File: config.mk
export PLATFORM = sky130hd
export DESIGN_NAME = wb_master_bridge
export DESIGN_NICKNAME = d
export VERILOG_FILES = /design/src/hdl/wb_bus_pkg.sv /design/src/hdl/mem_msg_pkg.sv /design/src/hdl/one_entry_if.sv /design/src/hdl/wb_master_bridge.sv /design/src/hdl/wb_cycle_fsm.sv /design/src/hdl/ack_wait_timer.sv /design/src/hdl/resp_data_pack.sv /design/src/hdl/one_entry_buffer.sv
export VERILOG_INCLUDE_DIRS = /design/src /design/src/include
export SDC_FILE = /design/constraint.sdc
export NUM_CORES = 1
export LEC_CHECK = 0
export ABC_CLOCK_PERIOD_IN_PS = 8700
export BUFFER_PORTS_ARGS = -buffer_cell sky130_fd_sc_hd__buf_2
export CAP_MARGIN = 10
export CORE_AREA = 3 3 145 147
export CTS_BUF_LIST = sky130_fd_sc_hd__clkbuf_4
export DETAILED_ROUTE_END_ITERATION = 16
export DIE_AREA = 0 0 148 150
export GPL_TIMING_DRIVEN = 0
export HOLD_SLACK_MARGIN = 0.1
export PLACE_DENSITY = 0.71
export SETUP_SLACK_MARGIN = 0.02
export SYNTH_ARGS = -nofsm -noshare
export SYNTH_HDL_FRONTEND = slang
export SYNTH_SLANG_ARGS = --single-unit
export TNS_END_PERCENT = 10
File: constraint.sdc
create_clock -name clk_i -period 8.7 [get_ports clk_i]
set_input_delay 1.74 -clock clk_i [delete_from_list [all_inputs] [get_ports clk_i]]
set_output_delay 1.74 -clock clk_i [all_outputs]
set_load 0.02 [all_outputs]
File: src/include/wb_bridge_consts.svh
/* bus geometry and ack timeout for the Wishbone bridge
   data width must be a power of two bytes, at most 64 bits */
`ifndef WB_BRIDGE_CONSTS_SVH
`define WB_BRIDGE_CONSTS_SVH

// bus word width in bits
`define WB_DATA_WIDTH 64

// physical byte address width
`define WB_PADDR_WIDTH 32

// stb cycles without ack before the cycle is abandoned
`define WB_ACK_TIMEOUT 16

`endif
File: src/hdl/wb_bus_pkg.sv
/* Wishbone B4 classic bus types, word addressed */
`include "wb_bridge_consts.svh"

package wb_bus_pkg;

  // one full bus word
  typedef logic [`WB_DATA_WIDTH-1:0] wb_word_t;

  // one select bit per byte lane
  typedef logic [`WB_DATA_WIDTH/8-1:0] wb_sel_t;

  // byte address with the in-word offset bits removed
  typedef logic [`WB_PADDR_WIDTH-$clog2(`WB_DATA_WIDTH/8)-1:0] wb_adr_t;

endpackage

File: src/hdl/mem_msg_pkg.sv
/* processor-side memory message types, uncached only
   addresses are assumed aligned to the message size */
`include "wb_bridge_consts.svh"

package mem_msg_pkg;

  // only the two uncached types are carried
  typedef enum logic {
    e_uc_rd = 1'b0,
    e_uc_wr = 1'b1
  } mem_msg_type_e;

  // log2 of the byte count
  typedef enum logic [1:0] {
    e_size_1 = 2'b00,
    e_size_2 = 2'b01,
    e_size_4 = 2'b10,
    e_size_8 = 2'b11
  } mem_msg_size_e;

  typedef struct packed {
    mem_msg_type_e                 msg_type;
    mem_msg_size_e                 size;
    logic [`WB_PADDR_WIDTH-1:0]    addr;
  } mem_header_s;

  // header plus one bus word, what the command buffer holds
  typedef struct packed {
    mem_header_s                   header;
    logic [`WB_DATA_WIDTH-1:0]     data;
  } mem_cmd_s;

endpackage

File: src/hdl/one_entry_if.sv
/* signals around a one-entry buffer, payload type set per instance
   consumer side only observes yumi, it is driven by the owner */
`timescale 1ns/1ps

interface one_entry_if #(
  parameter type payload_t = logic
) ();

  // fill side
  payload_t in_data;
  logic     in_v;
  logic     ready;

  // drain side
  payload_t out_data;
  logic     out_v;
  logic     yumi;

  modport producer (
    output in_data, in_v,
    input  ready
  );

  modport consumer (
    input out_data, out_v, yumi
  );

  modport buffer (
    input  in_data, in_v, yumi,
    output ready, out_data, out_v
  );

endinterface

File: src/hdl/wb_master_bridge.sv
/* uncached memory commands to single Wishbone B4 classic cycles
   one command in flight, addresses must be aligned by the user */
`timescale 1ns/1ps

module wb_master_bridge (
  input  logic                       clk_i,
  input  logic                       reset_i,

  // command side, valid/ready
  input  mem_msg_pkg::mem_header_s   mem_cmd_header_i,
  input  wb_bus_pkg::wb_word_t       mem_cmd_data_i,
  input  logic                       mem_cmd_v_i,
  output logic                       mem_cmd_ready_o,

  // response side, valid/yumi
  output mem_msg_pkg::mem_header_s   mem_resp_header_o,
  output wb_bus_pkg::wb_word_t       mem_resp_data_o,
  output logic                       mem_resp_err_o,
  output logic                       mem_resp_v_o,
  input  logic                       mem_resp_yumi_i,

  // Wishbone master
  output wb_bus_pkg::wb_adr_t        adr_o,
  output wb_bus_pkg::wb_word_t       dat_o,
  output wb_bus_pkg::wb_sel_t        sel_o,
  output logic                       we_o,
  output logic                       cyc_o,
  output logic                       stb_o,
  input  wb_bus_pkg::wb_word_t       dat_i,
  input  logic                       ack_i
);

  import mem_msg_pkg::*;
  import wb_bus_pkg::*;

  one_entry_if #(.payload_t(mem_cmd_s)) cmd_if ();
  one_entry_if #(.payload_t(wb_word_t)) resp_if ();

  wb_word_t packed_data;
  logic     resp_valid;
  logic     resp_zero;
  logic     timer_run;
  logic     timer_expired;

  // command enters straight from the ports
  assign cmd_if.in_data  = '{header: mem_cmd_header_i, data: mem_cmd_data_i};
  assign cmd_if.in_v     = mem_cmd_v_i;
  assign mem_cmd_ready_o = cmd_if.ready;

  // one yumi retires command and response together
  assign cmd_if.yumi  = mem_resp_yumi_i;
  assign resp_if.yumi = mem_resp_yumi_i;

  one_entry_buffer #(.payload_t(mem_cmd_s)) cmd_buffer (
    .clk_i  (clk_i),
    .reset_i(reset_i),
    .buf_io (cmd_if.buffer)
  );

  resp_data_pack resp_pack (
    .data_i(dat_i),
    .size_i(cmd_if.out_data.header.size),
    .data_o(packed_data)
  );

  // timeout answers carry zero data
  assign resp_if.in_data = resp_zero ? '0 : packed_data;
  assign resp_if.in_v    = resp_valid;

  one_entry_buffer #(.payload_t(wb_word_t)) resp_buffer (
    .clk_i  (clk_i),
    .reset_i(reset_i),
    .buf_io (resp_if.buffer)
  );

  ack_wait_timer ack_timer (
    .clk_i    (clk_i),
    .reset_i  (reset_i),
    .run_i    (timer_run),
    .expired_o(timer_expired)
  );

  wb_cycle_fsm cycle_fsm (
    .clk_i       (clk_i),
    .reset_i     (reset_i),
    .cmd_io      (cmd_if.consumer),
    .resp_valid_o(resp_valid),
    .resp_zero_o (resp_zero),
    .resp_err_o  (mem_resp_err_o),
    .ack_i       (ack_i),
    .expired_i   (timer_expired),
    .timer_run_o (timer_run),
    .adr_o       (adr_o),
    .dat_o       (dat_o),
    .sel_o       (sel_o),
    .we_o        (we_o),
    .cyc_o       (cyc_o),
    .stb_o       (stb_o)
  );

  // header comes back from the held command
  assign mem_resp_header_o = cmd_if.out_data.header;
  assign mem_resp_data_o   = resp_if.out_data;
  assign mem_resp_v_o      = resp_if.out_v;

endmodule

File: src/hdl/wb_cycle_fsm.sv
/* drives one Wishbone classic cycle per held command, no bursts
   ack wins over expiry in the same cycle, expiry answers with zero data */
`timescale 1ns/1ps

module wb_cycle_fsm (
  input  logic                  clk_i,
  input  logic                  reset_i,
  one_entry_if.consumer         cmd_io,
  output logic                  resp_valid_o,
  output logic                  resp_zero_o,
  output logic                  resp_err_o,
  input  logic                  ack_i,
  input  logic                  expired_i,
  output logic                  timer_run_o,
  output wb_bus_pkg::wb_adr_t   adr_o,
  output wb_bus_pkg::wb_word_t  dat_o,
  output wb_bus_pkg::wb_sel_t   sel_o,
  output logic                  we_o,
  output logic                  cyc_o,
  output logic                  stb_o
);

  import mem_msg_pkg::*;
  import wb_bus_pkg::*;

  localparam int unsigned offset_lp = $clog2($bits(wb_word_t) / 8);

  typedef enum logic [1:0] {
    e_reset     = 2'b00,
    e_idle      = 2'b01,
    e_bus_wait  = 2'b10,
    e_resp_wait = 2'b11
  } state_e;

  state_e      state_r;
  state_e      state_n;
  logic        err_r;
  mem_header_s hdr;

  assign hdr = cmd_io.out_data.header;

  // bus fields follow the held command directly
  assign adr_o = wb_adr_t'(hdr.addr >> offset_lp);
  assign dat_o = cmd_io.out_data.data;
  assign we_o  = (hdr.msg_type == e_uc_wr);

  always_comb begin
    unique case (hdr.size)
      e_size_1: sel_o = wb_sel_t'('h1);
      e_size_2: sel_o = wb_sel_t'('h3);
      e_size_4: sel_o = wb_sel_t'('hF);
      default:  sel_o = '1;
    endcase
  end

  always_comb begin
    state_n      = state_r;
    cyc_o        = 1'b0;
    stb_o        = 1'b0;
    resp_valid_o = 1'b0;
    resp_zero_o  = 1'b0;

    unique case (state_r)
      e_reset: begin
        state_n = e_idle;
      end

      // cycle opens in the same cycle the command shows up
      e_idle, e_bus_wait: begin
        cyc_o = (state_r == e_bus_wait) | cmd_io.out_v;
        stb_o = cyc_o;
        if (stb_o) begin
          resp_valid_o = ack_i | expired_i;
          resp_zero_o  = ~ack_i & expired_i;
          state_n      = (ack_i | expired_i) ? e_resp_wait : e_bus_wait;
        end
      end

      // response held until yumi frees both buffers
      e_resp_wait: begin
        if (cmd_io.yumi) begin
          state_n = e_idle;
        end
      end

      default: begin
        state_n = e_reset;
      end
    endcase
  end

  always_ff @(posedge clk_i) begin
    if (reset_i) begin
      state_r <= e_reset;
    end else begin
      state_r <= state_n;
    end
  end

  // error travels with the response slot
  always_ff @(posedge clk_i) begin
    if (reset_i) begin
      err_r <= 1'b0;
    end else if (resp_zero_o) begin
      err_r <= 1'b1;
    end else if (cmd_io.yumi) begin
      err_r <= 1'b0;
    end
  end

  assign resp_err_o  = err_r;
  assign timer_run_o = stb_o;

endmodule

File: src/hdl/ack_wait_timer.sv
/* counts consecutive run cycles, expired_o marks the last allowed one
   the count clears as soon as run_i drops */
`timescale 1ns/1ps
`include "wb_bridge_consts.svh"

module ack_wait_timer (
  input  logic clk_i,
  input  logic reset_i,
  input  logic run_i,
  output logic expired_o
);

  localparam int unsigned limit_lp = `WB_ACK_TIMEOUT;
  localparam int unsigned cnt_w_lp = $clog2(limit_lp + 1);

  logic [cnt_w_lp-1:0] count_r;

  // one tick per cycle spent waiting
  always_ff @(posedge clk_i) begin
    if (reset_i || !run_i) begin
      count_r <= '0;
    end else begin
      count_r <= count_r + cnt_w_lp'(1);
    end
  end

  // count_r holds the cycles already waited, so this is cycle limit_lp
  assign expired_o = run_i & (count_r == cnt_w_lp'(limit_lp - 1));

endmodule

File: src/hdl/resp_data_pack.sv
/* repeats the low 2^size bytes of a read word across the whole bus word
   the narrow data is expected in the lowest byte lanes */
`timescale 1ns/1ps

module resp_data_pack (
  input  wb_bus_pkg::wb_word_t        data_i,
  input  mem_msg_pkg::mem_msg_size_e  size_i,
  output wb_bus_pkg::wb_word_t        data_o
);

  import mem_msg_pkg::*;
  import wb_bus_pkg::*;

  localparam int unsigned lanes_lp  = $bits(wb_word_t) / 8;
  localparam int unsigned lane_w_lp = $clog2(lanes_lp);

  logic [lane_w_lp-1:0] lane_mask;

  // which low lanes are meaningful for this size
  always_comb begin
    unique case (size_i)
      e_size_1: lane_mask = '0;
      e_size_2: lane_mask = lane_w_lp'(1);
      e_size_4: lane_mask = lane_w_lp'(3);
      default:  lane_mask = '1;
    endcase
  end

  // each output lane copies its source lane modulo the size
  always_comb begin
    for (int lane = 0; lane < lanes_lp; lane++) begin
      data_o[lane*8 +: 8] = data_i[(lane & lane_mask)*8 +: 8];
    end
  end

endmodule

File: src/hdl/one_entry_buffer.sv
/* single-slot buffer, ready is low while the slot is full
   yumi must only be raised while out_v is high */
`timescale 1ns/1ps

module one_entry_buffer #(
  parameter type payload_t = logic
) (
  input  logic          clk_i,
  input  logic          reset_i,
  one_entry_if.buffer   buf_io
);

  logic     full_r;
  payload_t data_r;
  logic     fill;

  assign fill = buf_io.in_v & buf_io.ready;

  // occupancy
  always_ff @(posedge clk_i) begin
    if (reset_i) begin
      full_r <= 1'b0;
    end else if (fill) begin
      full_r <= 1'b1;
    end else if (buf_io.yumi) begin
      full_r <= 1'b0;
    end
  end

  // payload only moves on a fill
  always_ff @(posedge clk_i) begin
    if (fill) begin
      data_r <= buf_io.in_data;
    end
  end

  assign buf_io.ready    = ~full_r;
  assign buf_io.out_v    = full_r;
  assign buf_io.out_data = data_r;

endmodule

Word level (Yosys, flattened, before mapping)
Cells that the tools add are included.

storage, ports and cells
  ROM bits = 0
  bits in latches = 0
  memories kept = 0
  memory bits (writable) = 0
  register bits after elaboration = 173
  output and inout port bits = 206
  input port bits = 168
  logic and storage cells = 59

cells by class
  muxes and demuxes = 15
  bitwise logic cells = 9
  div/mod/pow operators = 0
  $lt $le $gt $ge = 0
  add/subtract/negate cells = 1
  multipliers = 0
  eq/ne operators = 8
  reductions and logical operators = 9
  shifts and indexed selects = 7

operators with widths
  operator                                                                 count
  64-bit by 7-bit variable part select with 8-bit output                   4
  64-bit by 6-bit variable part select with 8-bit output                   2
  64-bit by 5-bit variable part select with 8-bit output                   1
  8-bit case mux with 3 select lines                                       1
  1-bit two-way mux                                                        10
  3-bit case mux with 3 select lines                                       1
  2-bit equality test, second input constant                               3
  2-bit case mux with 3 select lines                                       1
  2-bit nonzero test                                                       3
  5-bit by 1-bit adder with 5-bit output, second input constant            1
  5-bit by 4-bit equality test with 1-bit output, second input constant    1
  1-bit bitwise AND                                                        4
  2-bit by 1-bit equality test with 1-bit output, second input constant    2
  2-bit zero test                                                          2
  2-bit two-way mux                                                        2
  1-bit inverter                                                           3
  2-bit by 1-bit inequality test with 1-bit output, second input constant  1
  2-bit inequality test, second input constant                             1
  1-bit OR                                                                 2
  2-bit AND reduction                                                      1
  2-bit OR reduction                                                       1
  1-bit zero test                                                          1
  1-bit logical OR                                                         1

Depth between registers and ports, before layout
  depth in word-level cells = 9
  depth in mapped cells = 8
  depth with buffers taken out = 6

By module
Synthesis repeated with hierarchy kept, for this count alone.

second synthesis, totals
  cell total of the unflattened synthesis = 514
  area, all modules = 7897.6 um2

by module, submodules not included
  module                           cells an instance  sequential area each (um2)  area each (um2)  times used
  one_entry_buffer at cmd_buffer   104                2992.9                      3016.6           1
  one_entry_buffer at resp_buffer  69                 1941.9                      1965.6           1
  resp_data_pack                   124                0.0                         1107.3           1
  wb_cycle_fsm                     125                60.1                        962.2            1
  wb_master_bridge                 71                 0.0                         636.9            1
  ack_wait_timer                   21                 100.1                       209.0            1

Worst setup path after synthesis
No wires, ideal clock.

  path type = input to register
  start = input port ack_i
  end = register resp_buffer.full_r, in the netlist resp_buffer.buf_io.out_v
  path buffers = 0
  path slack = 1892 ps
  setup time = 77 ps
  stages on the path = 3
  arrival = 6730 ps
  data required time = 8623 ps
  path through = nor2_1 nor3_1 o21ba_2

between the ends
  cells in the longest elaborated chain, start to end = 5
  elaborated cells on any way between the ends = 6
  classes of those cells = mux (3); bitwise (2); reduce/logical (1)

RTL lines
  what                                                            line                    text
  from (decl)                                                     wb_master_bridge.sv:30  input logic ack_i
  1-bit OR *                                                      wb_cycle_fsm.sv:73      resp_valid_o = ack_i | expired_i;
  1-bit two-way mux *                                             wb_cycle_fsm.sv:72      if (stb_o) begin
  1-bit two-way mux *                                             wb_cycle_fsm.sv:63      unique case (state_r)
  1-bit bitwise AND *                                             one_entry_buffer.sv:17  assign fill = buf_io.in_v & buf_io.ready;
  net resp_buffer.fill                                            one_entry_buffer.sv:15  logic fill;
  1-bit two-way mux / 2-bit nonzero test (equally long branches)  n/a
  to (signal assigned)                                            one_entry_buffer.sv:22  full_r <= 1'b0;
  to (signal assigned)                                            one_entry_buffer.sv:24  full_r <= 1'b1;
  to (signal assigned)                                            one_entry_buffer.sv:26  full_r <= 1'b0;
  to (decl)                                                       one_entry_buffer.sv:13  logic full_r;

The timed path passes the listed nets; every way through them passes the cells marked *.
A chain may end at the register's enable or synchronous reset.

Worst setup path in the final report
  start = register cmd_buffer.data_r, in the netlist cmd_buffer.buf_io.out_data[96]
  end = output port sel_o[6]

between the ends
  cells in the longest elaborated chain, start to end = 2
  elaborated cells on any way between the ends = 4
  classes of those cells = eq/ne (2); mux (1); reduce/logical (1)

RTL lines
  what                                         line                    text
  from (decl)                                  one_entry_buffer.sv:14  payload_t data_r;
  from (signal assigned)                       one_entry_buffer.sv:33  data_r <= buf_io.in_data;
  2-bit equality test (tied with other cells)  wb_cycle_fsm.sv:48      unique case (hdr.size)
  8-bit case mux with 3 select lines *         wb_cycle_fsm.sv:48
  to (decl)                                    wb_master_bridge.sv:25  output wb_bus_pkg::wb_sel_t sel_o,

Every way passes the cells marked *; elsewhere a longest branch is shown, timed or not.

==> flow_summary_export.csv <==
group,metric,value,unit
synth,syn_area_per_cell,15.87,um2
global_routing,antenna_found_initial,6,
synth,ys_top_cells_by_area,"edfxtp_1 (73%), buf_4 (4.4%), mux2i_1 (3.6%)",
placed_design,place_congestion,0.7692,
sta,rsz0062_at_grt,"false",
die,rows,52,
layout,final_util,0.4672,
die,core,20040,um2
synth,synth_fp_nets,596,
sta,drv_slew,0,
route,dr.pass1.iters,4,
clock_tree,hold_buffers,0,
placed_design,post-place-cells,1075,
sta,finalSetupViolCount,0,
global_routing,grt_overflow,0,
layout,layout_common_cells,"buf_2 (378), edfxtp_1 (163), a21oi_1 (41)",
power,vdd_drop_max,75.97,uV
synth,synth-edff-count,163,
clock_tree,cts_made_buffers,17,
layout,nets,996,
die,fp.dieH,150,um
layout,drive_gt1_frac,0.5742,
clock_tree,h-tree-depth,4,
synth,yosysWarnings,0,
clock_tree,post_cts_buffers,0,
synth,synthDistinctLibCells,36,
clock_tree,cts-resized-gates,0,
synth,yosysTopAreaCell,"edfxtp_1",
critical_path,required,6960,ps
clock_tree,cts_root_buffer,"clkbuf_4",
synth,synth_area,6729,um2
route,ant_nets,0,
clock_tree,clkTransAtPathRegs,160,ps
critical_path,end_kind,"output pin",
critical_path,cp_max_fo,12,
synth,synth_top_area_share,0.7274,
critical_path,path_cells,"buf_6 > buf_12 > nand2_8 > clkinv_1 > buf_4 > buf_2",
synth,synthArstFlopShare,0,
job,drv_cap,0,
clock_tree,clk_latency,530,ps
die,ios,374,
layout,layout_commonest_cell,"buf_2",
synth,synthCells,424,
power,power_density,183.8,nW/um2
placed_design,pre_cts_slack,5370,ps
route,drt-total-wl,20.24,mm
clock_tree,cts_sinks,173,
critical_path,crit_path_top_delay_cell,"edfxtp_1",
global_routing,grt_max_degree,35,
layout,stdcell_count,1109,
sta,relSlewSlack,0.5788,
die,start_util,0.3358,
clock_tree,cts_buffer_depth,2,
layout,fill_cells,1841,
global_routing,grt_pass1_vias,4949,
route,drt_iter0_markers,183,
route,num_vias,4925,
route,drc,0,
critical_path,criticalPathCategory,"flop to output pin",
power,leakage,4.085,nW
synth,synth-seq-area-share,0.7572,
synth,synth_ff_type,"edfxtp_1",
placed_design,dp_hpwl,16.09,mm
sta,fin_skew,13.76,ps
die,fp.dieW,148,um
placed_design,port_buffers,372,
global_routing,grt.total_usage,0.1736,
die,die_area,22200,um2
critical_path,cpPeakStageDelay,510,ps
sta,hold_viol_final,0,
critical_path,setup.worst_path.start_class,"flop",
status,status,"finished clean",
clock_tree,cts_tree,"done",
sta,setup_slack,4748,ps
layout,synthToLayoutAreaGrowth,39.12,%
route,wire_per_inst,18.25,um
sta,period_share,0.4542,
global_routing,grt_pass1_wl,28.46,mm
route,viasPerCell,4.441,
sta,period_minus_slack,3952,ps
sta,tightestPinTransition,631.8,ps
sta,fmax,253.1,MHz
power,finalPower,1.720,mW
critical_path,cp.arrival,2210,ps
hold_path,hold_path_class,"flop to flop",
synth,synth-seq-cells,173,
==> per-layer routing <==
layer,wire length [um],GRT usage,up-vias
met5,30,0,-
met4,433,0.06513,6
met3,1832,0.07026,32
met2,11060,0.3261,233
met1,6888,0.1705,2328
li1,-,-,2326
==> registers in the layout, summed over array words and instances, names as in the netlist <==
| register | cells |
|---|---|
| resp_buffer.buf_io.out_v | 1 |
| cycle_fsm.state_r | 2 |
| cmd_buffer.buf_io.out_data | 99 |
| cycle_fsm.resp_err_o | 1 |
| cmd_buffer.buf_io.out_v | 1 |
| resp_buffer.buf_io.out_data | 64 |
| ack_timer.count_r | 5 |
==> cell families after synthesis <==
logic type | synth area share
simple gates | 0.04779
buf+inv | 0.07103
fa+ha+maj | 0.007438
xor+xnor | 0.002604
flops | 0.7572
compound gates | 0.06322
mux | 0.05020
other cells | 0.0005573
==> metrics by stage <==
stage	TNS (ps)	hold WS [ps]	cell area, um2
5_1_grt	0	473.1	9361
6_report	0	455.8	9361
3_5_place_dp	0	438.6	9072
4_1_cts	0	459.6	9354
2_1_floorplan	0	417.5	6729
3_3_place_gp	-18650	429.7	8929
==> worst max-delay path: cells and delay by family, from the launching register on <==
| family | cells | cell delay (ps) |
|---|---|---|
| flops | 1 | 510 |
| buf+inv | 5 | 1070 |
| simple gates | 1 | 90 |
==> final timing paths <==
kind | from | endpoint | slack (ps) | depth (start not counted)
worst max-delay path | cmd_buffer.buf_io.out_data[96] | sel_o[6] | 4750 | 6
worst min-delay path | ack_timer.count_r[0] | ack_timer.count_r[0] | 460 | 1
worst max register to register | cycle_fsm.state_r[0] | resp_buffer.buf_io.out_data[6] | 6530 | 7
worst min register to register | ack_timer.count_r[0] | ack_timer.count_r[0] | 460 | 1
==> report_power, final <==
group          switching (mW)  internal, mW  total [mW]
logic                   0.167         0.110       0.277
registers              0.0144         0.966       0.981
clock network           0.310         0.152       0.463
==> cells in the mapped netlist, types with 2 or more instances <==
cell type	n
edfxtp_1	163
a21oi_1	41
buf_4	39
mux2i_1	24
nand2_1	24
nor2_1	24
inv_1	16
nor2b_1	11
dfxtp_1	10
a211oi_1	9
o21ai_0	9
o22ai_1	7
buf_2	6
mux2_2	6
buf_6	5
clkbuf_1	4
ha_1	4
mux2_4	2
nand2b_1	2
o22ai_2	2
==> final cells by class <==
class / instances / area [um2] / share of cell area
inverter: 17 / 63.81 / 0.006816
clock inverter: 14 / 153.9 / 0.01644
sequential: 173 / 5095 / 0.5442
buffer: 55 / 414.1 / 0.04424
timing repair buffer: 381 / 1993 / 0.2129
tap: 270 / 337.8 / 0.03609
multi-input combinational: 179 / 1169 / 0.1248
clock buffer: 17 / 127.6 / 0.01363
antenna: 3 / 7.507 / 0.0008019
(Power assumes the default switching activity.)
